[src/rv_alu_pkg.sv]
`default_nettype none

package rv_alu_pkg;

  localparam int XLEN        = 32;
  localparam int NUM_REGS    = 32;
  localparam int QUEUE_DEPTH = 4;
  localparam int CREDIT_W    = 3;                      // holds 0..QUEUE_DEPTH
  localparam int PTR_W       = $clog2(QUEUE_DEPTH);

  localparam logic [6:0] OPC_OP     = 7'b0110011;      // register-register
  localparam logic [6:0] OPC_OP_IMM = 7'b0010011;      // register-immediate

  localparam logic [2:0] F3_ADD_SUB = 3'b000;
  localparam logic [2:0] F3_SLL     = 3'b001;
  localparam logic [2:0] F3_SLT     = 3'b010;
  localparam logic [2:0] F3_SLTU    = 3'b011;
  localparam logic [2:0] F3_XOR     = 3'b100;
  localparam logic [2:0] F3_SRL_SRA = 3'b101;          // bit 30 picks sra
  localparam logic [2:0] F3_OR      = 3'b110;
  localparam logic [2:0] F3_AND     = 3'b111;

  typedef logic [XLEN-1:0]     word_t;
  typedef logic [4:0]          reg_idx_t;
  typedef logic [4:0]          shamt_t;
  typedef logic [CREDIT_W-1:0] credit_t;
  typedef logic [PTR_W-1:0]    ptr_t;

  typedef enum logic [3:0] {
    ALU_ADD,
    ALU_SUB,
    ALU_SLL,
    ALU_SLT,
    ALU_SLTU,
    ALU_SRL,
    ALU_SRA,
    ALU_XOR,
    ALU_OR,
    ALU_AND
  } alu_op_e;

  // one decoded operation as it sits in the queue
  typedef struct packed {
    alu_op_e  op;
    reg_idx_t rd;
    reg_idx_t rs1;
    reg_idx_t rs2;
    logic     use_imm;                                 // second operand from imm
    word_t    imm;                                     // sign-extended or shamt
  } dec_op_t;

  typedef struct packed {
    reg_idx_t rd;
    word_t    value;
  } wb_t;

endpackage

`default_nettype wire

[src/instr_decode.sv]
`timescale 1ns/1ns
`default_nettype none

module instr_decode (
  input  logic                clk_i,
  input  logic                rst_n,
  input  logic                instr_valid,
  input  rv_alu_pkg::word_t   instr,
  output logic                instr_ready,
  output logic                push,
  output rv_alu_pkg::dec_op_t push_op,
  input  logic                credit_return
);

  rv_alu_pkg::credit_t credits;                        // free queue slots
  rv_alu_pkg::dec_op_t dec;
  rv_alu_pkg::shamt_t  shamt;
  logic [6:0]          opcode;
  logic [2:0]          funct3;
  logic                is_arith;
  logic                accept;
  logic                take;

  assign opcode   = instr[6:0];
  assign funct3   = instr[14:12];
  assign shamt    = instr[24:20];
  assign is_arith = (opcode == rv_alu_pkg::OPC_OP) || (opcode == rv_alu_pkg::OPC_OP_IMM);

  assign instr_ready = (credits != '0);
  assign accept      = instr_valid && instr_ready;
  assign take        = accept && is_arith;            // other opcodes are dropped

  always_comb begin
    dec         = '0;
    dec.rd      = instr[11:7];
    dec.rs1     = instr[19:15];
    dec.rs2     = instr[24:20];
    dec.use_imm = (opcode == rv_alu_pkg::OPC_OP_IMM);
    dec.imm     = {{20{instr[31]}}, instr[31:20]};
    case (funct3)
      rv_alu_pkg::F3_ADD_SUB: dec.op = (!dec.use_imm && instr[30]) ? rv_alu_pkg::ALU_SUB
                                                                   : rv_alu_pkg::ALU_ADD;
      rv_alu_pkg::F3_SLL:     dec.op = rv_alu_pkg::ALU_SLL;
      rv_alu_pkg::F3_SLT:     dec.op = rv_alu_pkg::ALU_SLT;
      rv_alu_pkg::F3_SLTU:    dec.op = rv_alu_pkg::ALU_SLTU;
      rv_alu_pkg::F3_XOR:     dec.op = rv_alu_pkg::ALU_XOR;
      rv_alu_pkg::F3_SRL_SRA: dec.op = instr[30] ? rv_alu_pkg::ALU_SRA : rv_alu_pkg::ALU_SRL;
      rv_alu_pkg::F3_OR:      dec.op = rv_alu_pkg::ALU_OR;
      default:                dec.op = rv_alu_pkg::ALU_AND;
    endcase
    // shift-immediates carry only the shift amount
    if (dec.use_imm && (funct3 == rv_alu_pkg::F3_SLL || funct3 == rv_alu_pkg::F3_SRL_SRA)) begin
      dec.imm = rv_alu_pkg::word_t'(shamt);
    end
  end

  always_ff @(posedge clk_i or negedge rst_n) begin
    if (!rst_n) begin
      credits <= rv_alu_pkg::credit_t'(rv_alu_pkg::QUEUE_DEPTH);
      push    <= 1'b0;
    end else begin
      credits <= credits - rv_alu_pkg::credit_t'(take)
                         + rv_alu_pkg::credit_t'(credit_return);
      push    <= take;                                 // one cycle after accept
    end
  end

  always_ff @(posedge clk_i) begin
    if (take) begin
      push_op <= dec;
    end
  end

  // returns never outrun what was taken
  a_credit_max: assert property (@(posedge clk_i) disable iff (!rst_n)
    int'(credits) <= rv_alu_pkg::QUEUE_DEPTH);

endmodule

`default_nettype wire

[src/op_queue.sv]
`timescale 1ns/1ns
`default_nettype none

module op_queue (
  input  logic                clk_i,
  input  logic                rst_n,
  input  logic                push,
  input  rv_alu_pkg::dec_op_t push_op,
  input  logic                pop,
  output logic                not_empty,
  output rv_alu_pkg::dec_op_t head_op,
  output logic                credit_return
);

  rv_alu_pkg::dec_op_t entries [rv_alu_pkg::QUEUE_DEPTH];
  rv_alu_pkg::ptr_t    wr_ptr;
  rv_alu_pkg::ptr_t    rd_ptr;
  logic [rv_alu_pkg::PTR_W:0] count;                   // 0..QUEUE_DEPTH
  logic                do_pop;

  assign not_empty     = (count != '0);
  assign head_op       = entries[rd_ptr];
  assign do_pop        = pop && not_empty;
  assign credit_return = do_pop;                       // slot freed this cycle

  always_ff @(posedge clk_i or negedge rst_n) begin
    if (!rst_n) begin
      wr_ptr <= '0;
      rd_ptr <= '0;
      count  <= '0;
    end else begin
      if (push) begin
        wr_ptr <= wr_ptr + 1'b1;                       // wraps at depth
      end
      if (do_pop) begin
        rd_ptr <= rd_ptr + 1'b1;
      end
      case ({push, do_pop})
        2'b10:   count <= count + 1'b1;
        2'b01:   count <= count - 1'b1;
        default: count <= count;
      endcase
    end
  end

  always_ff @(posedge clk_i) begin
    if (push) begin
      entries[wr_ptr] <= push_op;
    end
  end

  // the decoder's credits must keep the queue from overflowing
  a_no_overflow: assert property (@(posedge clk_i) disable iff (!rst_n)
    push |-> (int'(count) < rv_alu_pkg::QUEUE_DEPTH) || do_pop);

  // execute only pops what is there
  a_no_underflow: assert property (@(posedge clk_i) disable iff (!rst_n)
    pop |-> not_empty);

endmodule

`default_nettype wire

[src/alu_execute.sv]
`timescale 1ns/1ns
`default_nettype none

module alu_execute (
  input  logic                clk_i,
  input  logic                rst_n,
  input  logic                not_empty,
  input  rv_alu_pkg::dec_op_t head_op,
  output logic                pop,
  output logic                wb_valid,
  output rv_alu_pkg::wb_t     wb,
  input  logic                wb_ready
);

  rv_alu_pkg::word_t  regs [rv_alu_pkg::NUM_REGS];
  rv_alu_pkg::word_t  op_a;
  rv_alu_pkg::word_t  op_b;
  rv_alu_pkg::word_t  result;
  rv_alu_pkg::shamt_t shamt;
  logic               wr_en;

  // pop when the writeback slot is free or draining now
  assign pop   = not_empty && (!wb_valid || wb_ready);
  assign wr_en = pop && (head_op.rd != '0);           // x0 writes are dropped

  assign op_a  = regs[head_op.rs1];
  assign op_b  = head_op.use_imm ? head_op.imm : regs[head_op.rs2];
  assign shamt = op_b[4:0];                            // low 5 bits only

  always_comb begin
    case (head_op.op)
      rv_alu_pkg::ALU_ADD:  result = op_a + op_b;
      rv_alu_pkg::ALU_SUB:  result = op_a - op_b;
      rv_alu_pkg::ALU_SLL:  result = op_a << shamt;
      rv_alu_pkg::ALU_SLT:  result = rv_alu_pkg::word_t'($signed(op_a) < $signed(op_b));
      rv_alu_pkg::ALU_SLTU: result = rv_alu_pkg::word_t'(op_a < op_b);
      rv_alu_pkg::ALU_SRL:  result = op_a >> shamt;
      rv_alu_pkg::ALU_SRA:  result = $signed(op_a) >>> shamt;
      rv_alu_pkg::ALU_XOR:  result = op_a ^ op_b;
      rv_alu_pkg::ALU_OR:   result = op_a | op_b;
      default:              result = op_a & op_b;
    endcase
  end

  // register file starts all zero, x0 is never written
  always_ff @(posedge clk_i or negedge rst_n) begin
    if (!rst_n) begin
      for (int i = 0; i < rv_alu_pkg::NUM_REGS; i++) begin
        regs[i] <= '0;
      end
    end else if (wr_en) begin
      regs[head_op.rd] <= result;
    end
  end

  always_ff @(posedge clk_i or negedge rst_n) begin
    if (!rst_n) begin
      wb_valid <= 1'b0;
    end else if (wr_en) begin
      wb_valid <= 1'b1;
    end else if (wb_ready) begin
      wb_valid <= 1'b0;                                // accepted, nothing new
    end
  end

  always_ff @(posedge clk_i) begin
    if (wr_en) begin
      wb.rd    <= head_op.rd;
      wb.value <= result;
    end
  end

  // writeback holds until the outside takes it
  a_wb_stable: assert property (@(posedge clk_i) disable iff (!rst_n)
    (wb_valid && !wb_ready) |=> (wb_valid && $stable(wb)));

endmodule

`default_nettype wire

[src/rv_alu_top.sv]
`timescale 1ns/1ns
`default_nettype none

module rv_alu_top (
  input  logic              clk_i,
  input  logic              rst_n,
  input  logic              instr_valid,
  input  rv_alu_pkg::word_t instr,
  output logic              instr_ready,
  output logic              wb_valid,
  output rv_alu_pkg::wb_t   wb,
  input  logic              wb_ready
);

  logic                push;
  rv_alu_pkg::dec_op_t push_op;
  logic                credit_return;
  logic                not_empty;
  rv_alu_pkg::dec_op_t head_op;
  logic                pop;

  instr_decode u_decode (
    .clk_i         (clk_i),
    .rst_n         (rst_n),
    .instr_valid   (instr_valid),
    .instr         (instr),
    .instr_ready   (instr_ready),
    .push          (push),
    .push_op       (push_op),
    .credit_return (credit_return)
  );

  op_queue u_queue (
    .clk_i         (clk_i),
    .rst_n         (rst_n),
    .push          (push),
    .push_op       (push_op),
    .pop           (pop),
    .not_empty     (not_empty),
    .head_op       (head_op),
    .credit_return (credit_return)
  );

  alu_execute u_execute (
    .clk_i     (clk_i),
    .rst_n     (rst_n),
    .not_empty (not_empty),
    .head_op   (head_op),
    .pop       (pop),
    .wb_valid  (wb_valid),
    .wb        (wb),
    .wb_ready  (wb_ready)
  );

endmodule

`default_nettype wire

[config.mk]
export PLATFORM = sky130hd
export DESIGN_NAME = rv_alu_top
export DESIGN_NICKNAME = d
export VERILOG_FILES = /design/src/rv_alu_pkg.sv /design/src/instr_decode.sv /design/src/op_queue.sv /design/src/alu_execute.sv /design/src/rv_alu_top.sv
export SDC_FILE = /design/constraint.sdc
export NUM_CORES = 2
export LEC_CHECK = 0
export ABC_AREA = 1
export BUFFER_PORTS_ARGS = -buffer_cell sky130_fd_sc_hd__buf_2
export CORE_ASPECT_RATIO = 0.8
export CORE_MARGIN = 5
export CORE_UTILIZATION = 35
export CTS_CLUSTER_SIZE = 25
export DETAILED_ROUTE_END_ITERATION = 6
export GPL_TIMING_DRIVEN = 0
export HOLD_SLACK_MARGIN = 0.1
export PLACE_DENSITY_LB_ADDON = 0.12
export REMOVE_ABC_BUFFERS = 1
export SKIP_LAST_GASP = 1
export SYNTH_ARGS = -nofsm -noshare
export SYNTH_HDL_FRONTEND = slang
export SYNTH_SLANG_ARGS = --single-unit
[constraint.sdc]
create_clock -name clk_i -period 6.7 [get_ports clk_i]
set_clock_uncertainty 0.15 [all_clocks]
set_input_delay 0.335 -clock clk_i [delete_from_list [all_inputs] [get_ports clk_i]]
set_output_delay 0.335 -clock clk_i [all_outputs]
set_load 0.01 [all_outputs]
==> results.sh <==
export IMPL_outcome="complete, but fails checks"
export IMPL_violations="DRC, capacitance limit, setup timing"
export IMPL_post_synth_num_cell_types=68
export IMPL_setup_tns_ns=-0.1900
export IMPL_cts_tree="yes"
export IMPL_postSynthCellCount=11190
export IMPL_worstReg2RegEnd="u_execute.regs[703]$_DFFE_PN0P_"
export IMPL_synthesis_area_per_instance_sq_um=6.847
export IMPL_worst_path_max_fanout=32
export IMPL_most_frequent_cell_on_critical_path="nand2_1"
export IMPL_max_freq_ghz=0.1486
export IMPL_post_route_non_filler_standard_cell_count=13930
export IMPL_setup_viol=12
export IMPL_yosys_register_bits=1208
export IMPL_rsz_0062_raised_after_global_routing="yes"
export IMPL_drt_wirelength_per_cell_um=32.19
export IMPL_library_cell_contributing_the_largest_single_delay_on_the_critical_path="inv_6"
export IMPL_clockRootBuffer="clkbuf_16"
export IMPL_drt_pass1_iterations=7
export IMPL_num_rows=153
export IMPL_num_io_pins=75
export IMPL_period_share_pct=100.4
export IMPL_slew_viol_final=0
export IMPL_yosysSeqAreaShare_pct=40.57
export IMPL_die_area_sq_um=228500
export IMPL_overall_global_routing_resource_usage_pct=36.62
export IMPL_dominantRegCellSynth="dfrtp_1"
export IMPL_drv_max_cap_violation_count=1
export IMPL_numPortBuffers=74
export IMPL_die_width_um=533.2
export IMPL_route_detailed_vias_per_inst=6.256
export IMPL_grt_start_max_net_pins=153
export IMPL_cts_max_level=4
export IMPL_final_hold_worst_slack_ns=0.03783
export IMPL_fillerInstances=22060
export IMPL_setup_worst_path_class="reg2reg"
export IMPL_worstSetupEndpointType="flop"
export IMPL_grt_ovfl_total=0
export IMPL_initial_utilization_pct=35.21
export IMPL_gp_congestion=0.9751
export IMPL_worst_setup_hold_path_clk_slew_ns=0.06
export IMPL_ys_warn_count=0
export IMPL_tritoncts_num_buffers=142
export IMPL_coreArea_sq_um=217700
export IMPL_multi_input_comb_area_sq_um=41860
export IMPL_syn_area_sq_um=76640
export IMPL_worstSetupStartpoint="u_queue.rd_ptr[0]$_DFFE_PN0P_"
export IMPL_antenna_found_initial=18
export IMPL_clkLatencyLatePin_ns=0.83
export IMPL_max_slew_margin_pct=1.161
export IMPL_reg2reg_slack_ns=-0.03
export IMPL_min_period_ns=6.730
export IMPL_route_detailed_drc=8
export IMPL_ant_nets=0
export IMPL_wire_length_of_the_first_global_routing_pass_um=610400
export IMPL_critPathRequiredTime_ns=7.24
export IMPL_drt_total_wl_um=448500
export IMPL_number_of_global_route_vias_before_repair=79100
export IMPL_area_sequential_sq_um=31100
export IMPL_ctsLongestPathBuffers=3
export IMPL_reg2reg_depth=29
export IMPL_start_kind="flop"
export IMPL_worst_pin_slew_ns=1.473
export IMPL_setup_slack_ns=-0.02974
export IMPL_clock_sinks=1208
export IMPL_drtIter0Drc=14740
export IMPL_numPlacedInstances=13340
export IMPL_synth_edf_count=172
export IMPL_via_count=87150
export IMPL_fraction_of_layout_cells_with_a_size_suffix_above_1_pct=10.05
export IMPL_area_delta_synth_final_pct=19.37
export IMPL_timing_hold_worst_class="in2async"
export IMPL_timing_critical_path_arrival_ns=7.27
export IMPL_dp_worst_setup_slack_ns=-6.149
export IMPL_r2r_start="u_queue.rd_ptr[0]$_DFFE_PN0P_"
export IMPL_dpl_hpwl_um=238300
export IMPL_crit_buf_inv=10
export IMPL_fp_dieH_um=428.5
export IMPL_timing_final_hold_violations=0
export IMPL_worst_path_dominant_cell_family="buffers and inverters"
export IMPL_slowest_delay_ns=0.53
export IMPL_finalNetCount=11070
export IMPL_asyncSetResetFlopFracSynth_pct=85.76
==> layout make-up <==
class | instances | area share [%]
flip-flops and latches | 1208 | 33.99
well taps | 2867 | 3.921
repair inverters | 11 | 0.1190
clock inverters | 55 | 0.6031
inverters | 445 | 2.136
diodes | 19 | 0.05197
multi-input cells | 8615 | 45.75
clock buffers | 205 | 4.475
repair buffers | 507 | 8.949
==> metal layers <==
layer | GRT usage, % | up-vias | wire, um
li1 | - | 36570 | -
met1 | 50.29 | 42220 | 177200
met2 | 50.75 | 6882 | 178400
met3 | 11.54 | 1474 | 62840
met4 | 20.05 | 10 | 29860
met5 | 0.2089 | - | 152
==> layout by cell type (no fill, tap or decap), drive strengths merged, types with 172 or more instances in the layout <==
cell type | netlist | final
inv | 444 | 456
buf | 458 | 397
clkbuf | 511 | 225
o21ai | 190 | 190
nand3 | 2716 | 2734
a21oi | 257 | 257
nand2 | 4518 | 4536
nor2 | 220 | 222
o211ai | 234 | 234
edfxtp | 172 | 172
dfrtp | 1035 | 1035
==> cells by family (layout without fill, tap and decap cells) <==
kind of cell | count (synthesis) | in the layout | share of synthesized area (%)
AOI/OAI and AO/OA | 851 | 851 | 7.216
xor gates and xnor gates | 20 | 20 | 0.2285
adders and majority gates | 108 | 108 | 1.802
buffers and inverters | 1414 | 1223 | 7.892
DFF | 1208 | 1208 | 40.57
other | 0 | 19 | 0
and+or+nand+nor | 7593 | 7636 | 42.30
==> worst max-delay path by stage <==
stage	end	slack, ns	cells after the start
detailed placement	u_execute.regs[614]$_DFFE_PN0P_	-6.15	31
CTS	u_execute.regs[320]$_DFFE_PN0P_	-0.07	39
floorplan	u_execute.wb[30]$_DFFE_PP_	-18.75	30
global placement	u_execute.wb[11]$_DFFE_PP_	-48.10	29
finish	u_execute.regs[703]$_DFFE_PN0P_	-0.03	29
global route	u_execute.wb[30]$_DFFE_PP_	-0.08	34
==> flip-flops by register name, summed over array words and instances, names as in the netlist <==
register and count:
u_decode.push 1, u_decode.push_op 27, u_queue.rd_ptr 2, u_decode.credits 3, u_execute.regs 1024, u_queue.count 3
u_queue.entries 108, u_queue.wr_ptr 2, u_execute.wb_valid 1, u_execute.wb 37
==> worst register-to-register path, delay by kind of cell (launching register included) <==
| kind | cells | cell delay [ns] |
|---|---|---|
| AOI/OAI and AO/OA | 7 | 1.45 |
| adders and majority gates | 1 | 0.45 |
| buffers and inverters | 10 | 2.22 |
| DFF | 1 | 0.52 |
| and+or+nand+nor | 11 | 1.84 |
==> per-stage QoR <==
stage	cell area, sq um	utilization [%]
CTS	89800	41.26
global route	91450	42.02
floorplan	72270	-
finish	91490	42.03
global placement	76220	35.02
detailed placement	80650	37.06
==> cell usage after synthesis, types with 88 or more instances <==
cell type,instances,area (sq um)
nor2_1,215,807.0
buf_2,236,1181
ha_1,104,1301
nand3_1,2705,13540
o21ai_0,163,815.8
buf_4,88,660.6
dfrtp_1,1035,25900
buf_1,119,446.7
inv_1,429,1610
clkbuf_1,511,1918
o211ai_1,233,1749
nand2_1,4505,16910
a21oi_1,255,1276
edfxtp_1,172,5165
==> timing repair <==
item | CTS | global route
cloned | 92 | 25
setup endpoints to repair | 1024 | 957
hold buffers | 59 | 0
pin swaps | 49 | 37
hold endpoints to repair | 195 | 0
setup buffers | 88 | 54
gates resized for setup | 268 | 167
Power is left out: the tool's default activity adds up to more than one toggle a clock period on the data nets, which glitch-free logic cannot reach.
